[config.mk]
export PLATFORM = sky130hd
export DESIGN_NAME = tag_data_buff
export DESIGN_NICKNAME = d
export VERILOG_FILES = /design/src/design/tag_buff_pkg.sv /design/src/design/tag_data_buff.sv /design/src/design/word_fifo.sv /design/src/design/ebi_read_port.sv /design/src/design/tag_frame_writer.sv
export SDC_FILE = /design/constraint.sdc
export NUM_CORES = 1
export LEC_CHECK = 0
export BUFFER_PORTS_ARGS = -buffer_cell sky130_fd_sc_hd__buf_2
export CORE_MARGIN = 2
export CORE_UTILIZATION = 40
export CTS_BUF_LIST = sky130_fd_sc_hd__clkbuf_8
export CTS_CLUSTER_DIAMETER = 150
export DETAILED_ROUTE_END_ITERATION = 16
export GPL_TIMING_DRIVEN = 0
export SYNTH_ARGS = -nofsm -noshare
export SYNTH_HDL_FRONTEND = slang
export SYNTH_SLANG_ARGS = --single-unit
[constraint.sdc]
create_clock -name clk -period 6.8 [get_ports clk]
set_input_delay 0.68 -clock clk [delete_from_list [all_inputs] [get_ports clk]]
set_output_delay 0.68 -clock clk [all_outputs]
set_load 0.005 [all_outputs]
[src/design/tag_buff_pkg.sv]
// tag buffer package: sizes, sample and slice types, stored word layout
package tag_buff_pkg;

  ////////////////////////////////////////////////////////////
  // sizes
  ////////////////////////////////////////////////////////////

  // one bit per detectable tag
  localparam int NUM_TAGS = 10;
  // samples per stream beat and bits per sample
  localparam int NUM_CHANNELS = 4;
  localparam int CHANNEL_WIDTH = 16;
  // one stored word is one full stream beat
  localparam int DATA_WIDTH = NUM_CHANNELS * CHANNEL_WIDTH;
  // processor bus width, low slice read first
  localparam int READ_WIDTH = 16;
  localparam int SLICES_PER_WORD = DATA_WIDTH / READ_WIDTH;
  localparam int SLICE_IDX_WIDTH = $clog2(SLICES_PER_WORD);
  // fifo depth, power of two only
  localparam int FIFO_DEPTH = 16;
  // address bits plus one wrap bit
  localparam int PTR_WIDTH = $clog2(FIFO_DEPTH) + 1;
  // zero fill above the tag mask in a tag record
  localparam int PAD_WIDTH = DATA_WIDTH - NUM_TAGS;

  ////////////////////////////////////////////////////////////
  // types
  ////////////////////////////////////////////////////////////

  typedef logic [NUM_TAGS-1:0] tag_mask_t;
  typedef logic [CHANNEL_WIDTH-1:0] sample_t;
  typedef logic [READ_WIDTH-1:0] read_slice_t;

  // one fifo word, seen either as samples or as a tag record
  // channel 0 sits in the low bits
  typedef union packed {
    sample_t [NUM_CHANNELS-1:0] data;
    struct packed {
      // always zero in a written tag record
      logic [PAD_WIDTH-1:0] pad;
      tag_mask_t            mask;
    } tag;
  } stored_word_u;

endpackage
[src/design/tag_data_buff.sv]
// tag data buffer top: frame stream in, 16 bit processor readout out
`timescale 1ns/1ps

module tag_data_buff (
  input  logic                                clk,
  input  logic                                rst_n,
  // stream slave side
  input  logic                                s_axis_tvalid,
  output logic                                s_axis_tready,
  input  logic [tag_buff_pkg::DATA_WIDTH-1:0] s_axis_tdata,
  input  tag_buff_pkg::tag_mask_t             s_axis_tuser,
  input  logic                                s_axis_tlast,
  // processor side
  input  logic                                rd_ena,
  output logic                                rd_ready,
  output tag_buff_pkg::read_slice_t           rd_data
);

  // writer to fifo
  logic                                     wr_valid;
  tag_buff_pkg::stored_word_u               wr_word;
  logic                                     full;
  // read port to fifo
  logic                                     rd_take;
  logic                                     rd_pop;
  logic [tag_buff_pkg::SLICE_IDX_WIDTH-1:0] rd_slice;
  logic                                     empty;

  ////////////////////////////////////////////////////////////
  // stream side
  ////////////////////////////////////////////////////////////

  tag_frame_writer i_tag_frame_writer (
    .clk           (clk),
    .rst_n         (rst_n),
    .s_axis_tvalid (s_axis_tvalid),
    .s_axis_tready (s_axis_tready),
    .s_axis_tdata  (s_axis_tdata),
    .s_axis_tuser  (s_axis_tuser),
    .s_axis_tlast  (s_axis_tlast),
    .full          (full),
    .wr_valid      (wr_valid),
    .wr_word       (wr_word)
  );

  ////////////////////////////////////////////////////////////
  // processor side
  ////////////////////////////////////////////////////////////

  ebi_read_port i_ebi_read_port (
    .clk      (clk),
    .rst_n    (rst_n),
    .rd_ena   (rd_ena),
    .empty    (empty),
    .rd_take  (rd_take),
    .rd_pop   (rd_pop),
    .rd_slice (rd_slice)
  );

  // at least one unread word
  assign rd_ready = ~empty;

  ////////////////////////////////////////////////////////////
  // shared store
  ////////////////////////////////////////////////////////////

  word_fifo i_word_fifo (
    .clk      (clk),
    .rst_n    (rst_n),
    .wr_valid (wr_valid),
    .wr_word  (wr_word),
    .full     (full),
    .rd_take  (rd_take),
    .rd_pop   (rd_pop),
    .rd_slice (rd_slice),
    .empty    (empty),
    .rd_data  (rd_data)
  );

endmodule

[src/design/word_fifo.sv]
// word fifo: register array of wide words, read back one slice at a time
`timescale 1ns/1ps

module word_fifo (
  input  logic                                     clk,
  input  logic                                     rst_n,
  // write side, writer only drives wr_valid with room
  input  logic                                     wr_valid,
  input  tag_buff_pkg::stored_word_u               wr_word,
  output logic                                     full,
  // read side, slice take and word pop
  input  logic                                     rd_take,
  input  logic                                     rd_pop,
  input  logic [tag_buff_pkg::SLICE_IDX_WIDTH-1:0] rd_slice,
  output logic                                     empty,
  output tag_buff_pkg::read_slice_t                rd_data
);

  // storage
  tag_buff_pkg::stored_word_u mem [tag_buff_pkg::FIFO_DEPTH];

  // pointers with wrap bit on top
  logic [tag_buff_pkg::PTR_WIDTH-1:0] wr_ptr;
  logic [tag_buff_pkg::PTR_WIDTH-1:0] rd_ptr;
  // array addresses without the wrap bit
  logic [tag_buff_pkg::PTR_WIDTH-2:0] wr_addr;
  logic [tag_buff_pkg::PTR_WIDTH-2:0] rd_addr;
  // wrap bits differ
  logic                               wrapped;
  // words held, modulo pointer range
  logic [tag_buff_pkg::PTR_WIDTH-1:0] level;

  // head word cut into processor slices
  tag_buff_pkg::read_slice_t [tag_buff_pkg::SLICES_PER_WORD-1:0] head_slices;

  ////////////////////////////////////////////////////////////
  // status
  ////////////////////////////////////////////////////////////

  assign wr_addr = wr_ptr[tag_buff_pkg::PTR_WIDTH-2:0];
  assign rd_addr = rd_ptr[tag_buff_pkg::PTR_WIDTH-2:0];
  assign wrapped =
    wr_ptr[tag_buff_pkg::PTR_WIDTH-1] ^ rd_ptr[tag_buff_pkg::PTR_WIDTH-1];

  // same address, wrap bit tells full from empty
  assign empty = ~wrapped & (wr_addr == rd_addr);
  assign full  = wrapped & (wr_addr == rd_addr);

  assign level = wr_ptr - rd_ptr;

  ////////////////////////////////////////////////////////////
  // pointers
  ////////////////////////////////////////////////////////////

  // write and pop may land on the same edge
  always_ff @(posedge clk or negedge rst_n) begin
    if (!rst_n) begin
      wr_ptr <= '0;
    end else if (wr_valid) begin
      wr_ptr <= wr_ptr + 1'b1;
    end
  end

  always_ff @(posedge clk or negedge rst_n) begin
    if (!rst_n) begin
      rd_ptr <= '0;
    end else if (rd_pop) begin
      rd_ptr <= rd_ptr + 1'b1;
    end
  end

  ////////////////////////////////////////////////////////////
  // storage and read slice
  ////////////////////////////////////////////////////////////

  always_ff @(posedge clk) begin
    if (wr_valid) begin
      mem[wr_addr] <= wr_word;
    end
  end

  // slice 0 is the low 16 bits
  assign head_slices = mem[rd_addr];

  // registered slice, held until the next take
  // head is read before a same-edge pop moves rd_ptr
  always_ff @(posedge clk or negedge rst_n) begin
    if (!rst_n) begin
      rd_data <= '0;
    end else if (rd_take) begin
      rd_data <= head_slices[rd_slice];
    end
  end

  ////////////////////////////////////////////////////////////
  // checks
  ////////////////////////////////////////////////////////////

  // writer must hold off on a full fifo
  a_no_write_full: assert property (
    @(posedge clk) disable iff (!rst_n)
    wr_valid |-> !full
  );

  // a take always reads a stored word, never stale array contents
  a_take_has_word: assert property (
    @(posedge clk) disable iff (!rst_n)
    rd_take |-> (level != '0)
  );

  // occupancy never beyond the array size
  a_level_in_range: assert property (
    @(posedge clk) disable iff (!rst_n)
    level <= tag_buff_pkg::PTR_WIDTH'(tag_buff_pkg::FIFO_DEPTH)
  );

endmodule

[src/design/ebi_read_port.sv]
// ebi read port: rd_ena edge detect, slice sequencing and underflow guard
`timescale 1ns/1ps

module ebi_read_port (
  input  logic                                     clk,
  input  logic                                     rst_n,
  // processor strobe, level
  input  logic                                     rd_ena,
  // fifo status and read controls
  input  logic                                     empty,
  output logic                                     rd_take,
  output logic                                     rd_pop,
  output logic [tag_buff_pkg::SLICE_IDX_WIDTH-1:0] rd_slice
);

  // strobe from the previous cycle
  logic rd_ena_d;
  // rising edge of the strobe
  logic rd_edge;
  // current slice is the top one of the word
  logic last_slice;

  ////////////////////////////////////////////////////////////
  // strobe edge
  ////////////////////////////////////////////////////////////

  always_ff @(posedge clk or negedge rst_n) begin
    if (!rst_n) begin
      rd_ena_d <= 1'b0;
    end else begin
      rd_ena_d <= rd_ena;
    end
  end

  assign rd_edge = rd_ena & ~rd_ena_d;

  // edge on an empty fifo is dropped
  assign rd_take = rd_edge & ~empty;

  ////////////////////////////////////////////////////////////
  // slice sequencer
  ////////////////////////////////////////////////////////////

  assign last_slice =
    (rd_slice == tag_buff_pkg::SLICE_IDX_WIDTH'(tag_buff_pkg::SLICES_PER_WORD - 1));

  // word leaves the fifo with its last slice
  assign rd_pop = rd_take & last_slice;

  // low slice first, back to zero after each pop
  always_ff @(posedge clk or negedge rst_n) begin
    if (!rst_n) begin
      rd_slice <= '0;
    end else if (rd_pop) begin
      rd_slice <= '0;
    end else if (rd_take) begin
      rd_slice <= rd_slice + 1'b1;
    end
  end

  ////////////////////////////////////////////////////////////
  // checks
  ////////////////////////////////////////////////////////////

  // a pop on an empty fifo would corrupt the pointers
  a_no_pop_when_empty: assert property (
    @(posedge clk) disable iff (!rst_n)
    $rose(rd_pop) |-> !empty
  );

endmodule

[src/design/tag_frame_writer.sv]
// tag frame writer: stream slave storing sample beats and appending a tag record per frame
`timescale 1ns/1ps

module tag_frame_writer (
  input  logic                                clk,
  input  logic                                rst_n,
  // stream slave side
  input  logic                                s_axis_tvalid,
  output logic                                s_axis_tready,
  input  logic [tag_buff_pkg::DATA_WIDTH-1:0] s_axis_tdata,
  input  tag_buff_pkg::tag_mask_t             s_axis_tuser,
  input  logic                                s_axis_tlast,
  // fifo write side
  input  logic                                full,
  output logic                                wr_valid,
  output tag_buff_pkg::stored_word_u          wr_word
);

  // high from the first edge after reset release
  logic                    run;
  // tag record owed for the frame just closed
  logic                    tag_pending;
  // tuser of the last beat
  tag_buff_pkg::tag_mask_t tag_mask;
  // handshake and write qualifiers
  logic                    beat_acc;
  logic                    tag_write;

  ////////////////////////////////////////////////////////////
  // handshake
  ////////////////////////////////////////////////////////////

  always_ff @(posedge clk or negedge rst_n) begin
    if (!rst_n) begin
      run <= 1'b0;
    end else begin
      run <= 1'b1;
    end
  end

  // stall while a tag record waits or the fifo has no room
  assign s_axis_tready = run & ~tag_pending & ~full;
  assign beat_acc = s_axis_tvalid & s_axis_tready;

  // tag record goes out on the first cycle with room
  assign tag_write = tag_pending & ~full;

  // beat and tag record never compete, tready is low while pending
  assign wr_valid = beat_acc | tag_write;

  ////////////////////////////////////////////////////////////
  // tag record state
  ////////////////////////////////////////////////////////////

  always_ff @(posedge clk or negedge rst_n) begin
    if (!rst_n) begin
      tag_pending <= 1'b0;
    end else if (beat_acc && s_axis_tlast) begin
      tag_pending <= 1'b1;
    end else if (tag_write) begin
      tag_pending <= 1'b0;
    end
  end

  // mask captured on the accepting tlast edge
  always_ff @(posedge clk) begin
    if (beat_acc && s_axis_tlast) begin
      tag_mask <= s_axis_tuser;
    end
  end

  ////////////////////////////////////////////////////////////
  // word mux
  ////////////////////////////////////////////////////////////

  always_comb begin
    wr_word = '0;
    if (tag_pending) begin
      // tag view, mask in the low bits
      wr_word.tag.pad  = '0;
      wr_word.tag.mask = tag_mask;
    end else begin
      // data view, one sample per channel
      for (int ch = 0; ch < tag_buff_pkg::NUM_CHANNELS; ch++) begin
        wr_word.data[ch] =
          s_axis_tdata[ch*tag_buff_pkg::CHANNEL_WIDTH +: tag_buff_pkg::CHANNEL_WIDTH];
      end
    end
  end

  ////////////////////////////////////////////////////////////
  // checks
  ////////////////////////////////////////////////////////////

  // full comes back from the fifo, never write into it
  a_no_write_when_full: assert property (
    @(posedge clk) disable iff (!rst_n)
    wr_valid |-> !full
  );

  // a closed frame blocks new beats until its tag record is written
  a_no_beat_while_pending: assert property (
    @(posedge clk) disable iff (!rst_n)
    tag_pending |-> !beat_acc
  );

endmodule

# Yosys cells after proc, flatten, opt, wreduce, memory -nomap -nowiden

Memories as Yosys holds them, arrays and structs flattened.
Index checks and enable logic that the tools add are counted.

RAM bits: 1024
Output and inout bits: 18
Register bits: 41
Input port bits: 79
Word-level logic and storage cells: 43
Memories: 1

Eq/ne operators: 2
Reduce and logical (&&, ||, !) cells: 3
Mux-type cells: 9
Order comparisons: 1
Add/sub/neg operators: 3
Bitwise logic cells: 16

Memories:

| name            | depth | bits a word | read ports | clocked after Yosys merged registers in | write ports | line            | source |
|---|---|---|---|---|---|---|---|
| i_word_fifo.mem | 16    | 64          | 1          | 0                                       | 1           | word_fifo.sv:20 | `tag_buff_pkg::stored_word_u mem [tag_buff_pkg::FIFO_DEPTH];` |

Operators by type and width:

| operator            | number |
|---|---|
| $mux 64             | 1 |
| $bmux 16 s2         | 1 |
| $mux 16             | 1 |
| $add 5x1->5 const B | 2 |
| $and 1x1->1         | 9 |
| $not 1->1           | 5 |
| $eq 4x4->1          | 1 |
| $mux 1              | 4 |
| $mux 2              | 2 |
| $reduce_bool 2->1   | 2 |
| $lt 2x3->1 const B  | 1 |
| $add 2x1->2 const B | 1 |
| $eq 2x2->1 const B  | 1 |
| $logic_and 1x1->1   | 1 |
| $or 1x1->1          | 1 |
| $xor 1x1->1         | 1 |

# Longest topological paths before layout

Word-level depth: 8
Depth in mapped cells: 10
Depth with buffers taken out: 5

# Hierarchy

A second synthesis with hierarchy kept.

Cells, all modules: 1957
Area, all modules: 41379.7 um2

Modules (own cells, without submodules):

| module           | times used | seq. area each (um2) | area an instance (um2) | cells an instance |
|---|---|---|---|---|
| word_fifo        | 1          | 31400.1              | 40343.7                | 1858 |
| tag_frame_writer | 1          | 350.3                | 892.1                  | 89 |
| ebi_read_port    | 1          | 75.1                 | 140.1                  | 9 |
| tag_data_buff    | 1          | 0.0                  | 3.8                    | 1 |

# Least setup slack after synthesis

OpenSTA, ideal clock, no wires.

Path type: reg2reg
From: register i_word_fifo.rd_ptr[1] in the netlist's numbering
To: memory i_word_fifo.mem[3][0] in the netlist's numbering (enable)
Buffers on the path: 2
Arrival time: 5.701 ns
Slack: 0.534 ns
Clock period less this slack: 6.266 ns
Required time: 6.235 ns
Stages on the path, launching flop included: 8
Library setup time: 0.565 ns
Cells stage by stage: dfrtp_1 -> buf_2 -> xor2_1 -> nor4_4 -> a21oi_1 -> clkbuf_1 -> nand2_1 -> nor3_1

Cells in the longest elaborated chain, start to end: 8
Elaborated cells on any way between the ends: 9
Classes of those cells: eq/ne: 1; mux: 2; bitwise: 6

Ends and longest elaborated chain:

| what                           | line                                           | source |
|---|---|---|
| start: declaration             | word_fifo.sv:24                                | `logic [tag_buff_pkg::PTR_WIDTH-1:0] rd_ptr;` |
| start signal: assignment       | word_fifo.sv:68                                | `rd_ptr <= rd_ptr + 1'b1;` |
| $eq 4x4->1 *                   | word_fifo.sv:47                                | `assign full = wrapped & (wr_addr == rd_addr);` |
| $and 1x1->1 *                  | word_fifo.sv:47                                |  |
| $not 1->1 *                    | tag_frame_writer.sv:42, tag_frame_writer.sv:46 |  |
| $and 1x1->1                    | tag_frame_writer.sv:42                         | `assign s_axis_tready = run & ~tag_pending & ~full;` |
| $and 1x1->1                    | tag_frame_writer.sv:43                         | `assign beat_acc = s_axis_tvalid & s_axis_tready;` |
| $or 1x1->1 *                   | tag_frame_writer.sv:49                         | `assign wr_valid = beat_acc \| tag_write;` |
| $mux 1 *                       | word_fifo.sv:77                                | `if (wr_valid) begin` |
| $mux 1 (not written as such) * | word_fifo.sv:78                                | `mem[wr_addr] <= wr_word;` |
| end: declaration               | word_fifo.sv:20                                |  |

Every way passes the cells marked *; elsewhere a longest branch is shown, timed or not.

# Final worst setup path

From: register i_ebi_read_port.rd_slice[0] in the netlist's numbering
To: register i_word_fifo.rd_data[5]

Cells in the longest elaborated chain, start to end: 2

Ends and longest elaborated chain:

| what                          | line                | source |
|---|---|---|
| start: declaration            | ebi_read_port.sv:13 | `output logic [tag_buff_pkg::SLICE_IDX_WIDTH-1:0] rd_slice` |
| start signal: assignment      | ebi_read_port.sv:57 | `rd_slice <= rd_slice + 1'b1;` |
| $bmux 16 s2                   | word_fifo.sv:91     | `rd_data <= head_slices[rd_slice];` |
| $mux 16 (not written as such) | word_fifo.sv:91     |  |
| end signal: assignment        | word_fifo.sv:91     |  |
| end: declaration              | word_fifo.sv:16     | `output tag_buff_pkg::read_slice_t rd_data` |

No other way between the ends. The select of a mux whose other input is x is not followed.
A chain may end at the register's enable or synchronous reset.

==> reports/qor_table.md <==
| Item | Reported |
|:---|:---|
| Status | completed |
| First-pass GRT wire length | 153000 um |
| Clk network pwr share | 27.7% |
| Worst Min Path Start | s_axis_tlast |
| Cell type with the largest total area after synthesis | sky130_fd_sc_hd__edfxtp_1 |
| Cells resized by post-CTS repair | 0 |
| Power per cell area | 374 nW/um2 |
| Final setup violation count | 0 |
| Post-synthesis cell count | 1920 |
| Most area-consuming cells after synthesis | sky130_fd_sc_hd__edfxtp_1 75%, sky130_fd_sc_hd__mux4_2 11%, sky130_fd_sc_hd__mux2i_1 2.5%, sky130_fd_sc_hd__dfrtp_1 1.9%, sky130_fd_sc_hd__nor2b_1 0.91% |
| Initial core utilization | 40.2% |
| Startpoint types | flip-flop |
| Count of input and output buffers | 96 |
| H-tree levels | 4 |
| Largest delay contributor family on the critical path | compound AO/OA/AOI/OAI gates |
| Sw Ratio | 31.0% |
| CTS tree | yes |
| Power share of the sequential group | 45.1% |
| Final layout net count | 2309 |
| Weighted congestion reported at the end of routability-driven placement | 0.805 |
| Hold-fix buffers at CTS | 12 |
| Number of unique standard cell types used by synthesis | 52 |
| Critical R2R Launch | i_ebi_read_port.rd_slice[0]$_DFFE_PN0P_ |
| Comb power frac | 27.3% |
| Total nets after synthesis | 2005 |
| Avg Synthesized Cell Area | 21.6 um2 |
| Vias in the first global route | 21996 |
| Relative slew slack | 7.57% |
| Core Area | 103000 um2 |
| Number of pins with negative max-slew slack in the final report | 0 |
| Pre-CTS setup slack | 3440 ps |
| Warnings from Yosys | 0 |
| Buffer type at the clock tree root | sky130_fd_sc_hd__clkbuf_8 |
| Fin area | 47400 um2 |
| Hold Path Stages | 3 |
| Endpoint of the worst register-to-register path | i_word_fifo.rd_data[5]$_DFFE_PN0P_ |
| Total cell area at the placement stage | 44300 um2 |
| Post-layout minimum cycle time | 3460 ps |
| Total number of vias | 21113 |
| Share of flip-flops with an asynchronous set or reset after synthesis | 2.91% |
| Area of combinational cells with multiple inputs | 9020 um2 |
| Post-synth EDFFs | 1034 |
| Crit path top cell by count | sky130_fd_sc_hd__clkbuf_1 |
| Net Switching | 5.50 mW |
| Share of the synthesized area in the top cell type | 74.9% |
| Main flop type after synthesis | sky130_fd_sc_hd__edfxtp_1 |
| Storage cell area | 31800 um2 |
| #FFs+latches synth | 1065 |
| Number of rows created at floorplan | 118 |
| Maximum clock frequency | 0.289 GHz |
| Crit path cell chain | clkbuf_1 -> clkbuf_1 -> o221ai_1 -> a211oi_1 -> nor3_1 -> a221o_1 |
| Skew final | 41.1 ps |
| End of the worst hold path | i_tag_frame_writer.tag_pending$_DFFE_PN0P_ |
| Max-cap check violation count | 0 |
| Worst min-delay path category | input port to flip-flop |
| Number of fillers in the final layout | 8680 |
| Delay contributed by the slowest stage of the critical path | 730 ps |
| Area of the die | 106000 um2 |
| Clk buf depth | 3 |
| Die width | 326 um |
| Clk sinks | 1065 |
| Class of the most critical setup path | flip-flop to flip-flop |
| Transition time at the pin with the least slew margin | 1390 ps |
| Final routed DRC violation total | 0 |
| Int Power | 12.3 mW |
| Setup repair after global routing missed its margin | false |
| Number of iterations in the first detailed-routing pass | 5 |
| Depth of the most critical reg-to-reg path | 6 |
| Required time worst endpoint | 7490 ps |
| Die Height | 326 um |
| Sum of net half-perimeters after detailed placement | 67400 um |
| Insertion delay of the later-clocked pin in the worst-skew pair | 830 ps |
| CP bufs+invs | 2 |
| Via-to-Cell Ratio | 5.64 |
| Final worst-path cycle share | 50.9% |
| Top-level I/O count | 97 |
| Iteration-0 DRC count of the detailed router | 2308 |
| Critical Path Slowest Stage Cell | sky130_fd_sc_hd__a211oi_1 |
| Global-route congestion overflow total | 0 |
| Final WL | 108000 um |
| Setup Buffers After CTS | 0 |
| Data arrival, critical path | 4150 ps |
| Ratio of cells with drive above 1 in the final layout | 28.8% |
| Signed area change from the synthesized netlist to the final layout | 14.4% |
| Most used standard cell by instance count after synthesis | sky130_fd_sc_hd__edfxtp_1 |
| Final-report hold violation count | 0 |
| Sequential element share of the synthesized area | 76.8% |
| Worst setup slack after layout | 3340 ps |
| Number of nets with antenna violations after detailed routing | 0 |
| Post-synthesis instance area | 41500 um2 |
| Wire length per cell | 28.9 um |
| Leakage power total | 15.4 nW |
| Maximum net fanout on the critical path | 10 |
| Power Total | 17.8 mW |
| Maximum number of pins on one net before global-route repair | 44 |
| Maximum vdd ir drop | 0.000170 V |
| Clock slew seen by the registers of the worst setup and hold paths | 70 ps |
| Overall Global Routing Usage | 20.4% |
| Kind of end point of the critical path | flip-flop |
| Top cells by instance count after synthesis | 1034 x sky130_fd_sc_hd__edfxtp_1, 209 x sky130_fd_sc_hd__mux4_2, 104 x sky130_fd_sc_hd__mux2i_1 |
| Setup slack on the worst flop-to-flop path | 3340 ps |
| Number of antenna violations at the first check in global routing | 2 |
| Number of buffers added by the clock tree synthesis step | 169 |
==> power by group through the flow <==
| stage | sequential [mW] | clock, mW | combinational, mW |
|---|---|---|---|
| after floorplan | 8.05 | 0 | 3.17 |
| after CTS | 7.99 | 5.02 | 4.90 |
| after detailed placement | 8.12 | 0 | 4.88 |
| final | 8.00 | 4.92 | 4.84 |
| after global routing | 8.03 | 5.30 | 5.10 |
| after global placement | 8.17 | 0 | 4.71 |
==> layer usage <==
layer  vias up  global-route usage (%)  wire (um)
met5         -                       0          0
met4         0                    6.71       2880
met3       177                    3.81       7590
met2       921                    33.1      52700
met1     11281                    28.0      44900
li1       8734                       -          -
==> layout make-up <==
class | instances | area share [%]
sequential | 1065 | 67.1
multi-input combinational | 741 | 19.0
clock buffer | 180 | 5.22
tap | 1380 | 3.64
timing repair buffer | 133 | 2.36
buffer | 110 | 1.42
clock inverter | 125 | 1.17
inverter | 4 | 0.0317
antenna | 3 | 0.0158
==> cells in the final DEF, fill, tap and decap left out, types with 9 or more instances in the layout <==
cell type                          n
sky130_fd_sc_hd__a221oi_1         13
sky130_fd_sc_hd__nand3_1          43
sky130_fd_sc_hd__dfrtp_1          31
sky130_fd_sc_hd__mux2_4            9
sky130_fd_sc_hd__clkbuf_8        180
sky130_fd_sc_hd__o22ai_1          27
sky130_fd_sc_hd__edfxtp_1       1034
sky130_fd_sc_hd__buf_16           14
sky130_fd_sc_hd__dlygate4sd3_1    12
sky130_fd_sc_hd__nor2b_1          60
sky130_fd_sc_hd__nor3_1           12
sky130_fd_sc_hd__mux2_2           32
sky130_fd_sc_hd__buf_4            12
sky130_fd_sc_hd__a22o_1           15
sky130_fd_sc_hd__o221a_2          15
sky130_fd_sc_hd__mux4_2          209
sky130_fd_sc_hd__a22oi_1          17
sky130_fd_sc_hd__nand2_1          51
sky130_fd_sc_hd__buf_6            31
sky130_fd_sc_hd__buf_2           123
sky130_fd_sc_hd__inv_1            73
sky130_fd_sc_hd__o221ai_1         13
sky130_fd_sc_hd__a221o_1          11
sky130_fd_sc_hd__mux2i_1         104
sky130_fd_sc_hd__and3_4           15
sky130_fd_sc_hd__clkbuf_1         44
sky130_fd_sc_hd__clkinv_2         11
sky130_fd_sc_hd__clkinv_1         34
sky130_fd_sc_hd__o2111a_1         11
==> worst max-delay path by stage <==
| stage | start | to | cells past startpoint |
|---|---|---|---|
| finish | i_ebi_read_port.rd_slice[0]$_DFFE_PN0P_ | i_word_fifo.rd_data[5]$_DFFE_PN0P_ | 6 |
| global route | i_word_fifo.rd_ptr[1]$_DFFE_PN0P_ | s_axis_tready | 7 |
| CTS | i_word_fifo.rd_ptr[1]$_DFFE_PN0P_ | s_axis_tready | 7 |
| detailed placement | i_ebi_read_port.rd_slice[0]$_DFFE_PN0P_ | i_word_fifo.rd_data[5]$_DFFE_PN0P_ | 6 |
| global placement | i_word_fifo.rd_ptr[1]$_DFFE_PN0P_ | i_word_fifo.mem[3][33]$_DFFE_PP_ | 7 |
| floorplan | i_word_fifo.rd_ptr[1]$_DFFE_PN0P_ | i_word_fifo.mem[3][0]$_DFFE_PP_ | 7 |
==> flip-flops by register name, indices dropped and copies added (netlist names) <==
signal                          flops
i_word_fifo.wr_ptr                  5
i_tag_frame_writer.tag_pending      1
i_tag_frame_writer.run              1
i_word_fifo.rd_data                16
i_word_fifo.rd_ptr                  5
i_ebi_read_port.rd_ena_d            1
i_word_fifo.mem                  1024
i_ebi_read_port.rd_slice            2
i_tag_frame_writer.tag_mask        10
==> stage by stage <==
stage               instances  TNS [ps]  hold WS, ps  utilization [%]
finish                   3741         0          264             46.0
global route             3740         0          254             45.9
CTS                      3738         0          216             45.9
detailed placement       3421         0          542             42.9
global placement         3396   -354670          513             42.3
floorplan                1920         0          384                -
==> kinds of logic (layout without fill, tap and decap cells) <==
logic type	Yosys count	count (layout)	synth area share, %
compound gates	162	162	3.40
xor+xnor	14	14	0.296
fa+ha+maj	6	6	0.181
buf+inv	114	552	1.66
flops	1065	1065	76.8
mux	354	354	15.1
other cells	1	4	0.00905
simple gates	204	204	2.61
==> worst min-delay path, cell delays in order <==
cell and delay [ps]:
sky130_fd_sc_hd__buf_2 100, sky130_fd_sc_hd__nand2_1 150, sky130_fd_sc_hd__o31ai_1 90
(Power assumes the default switching activity.)
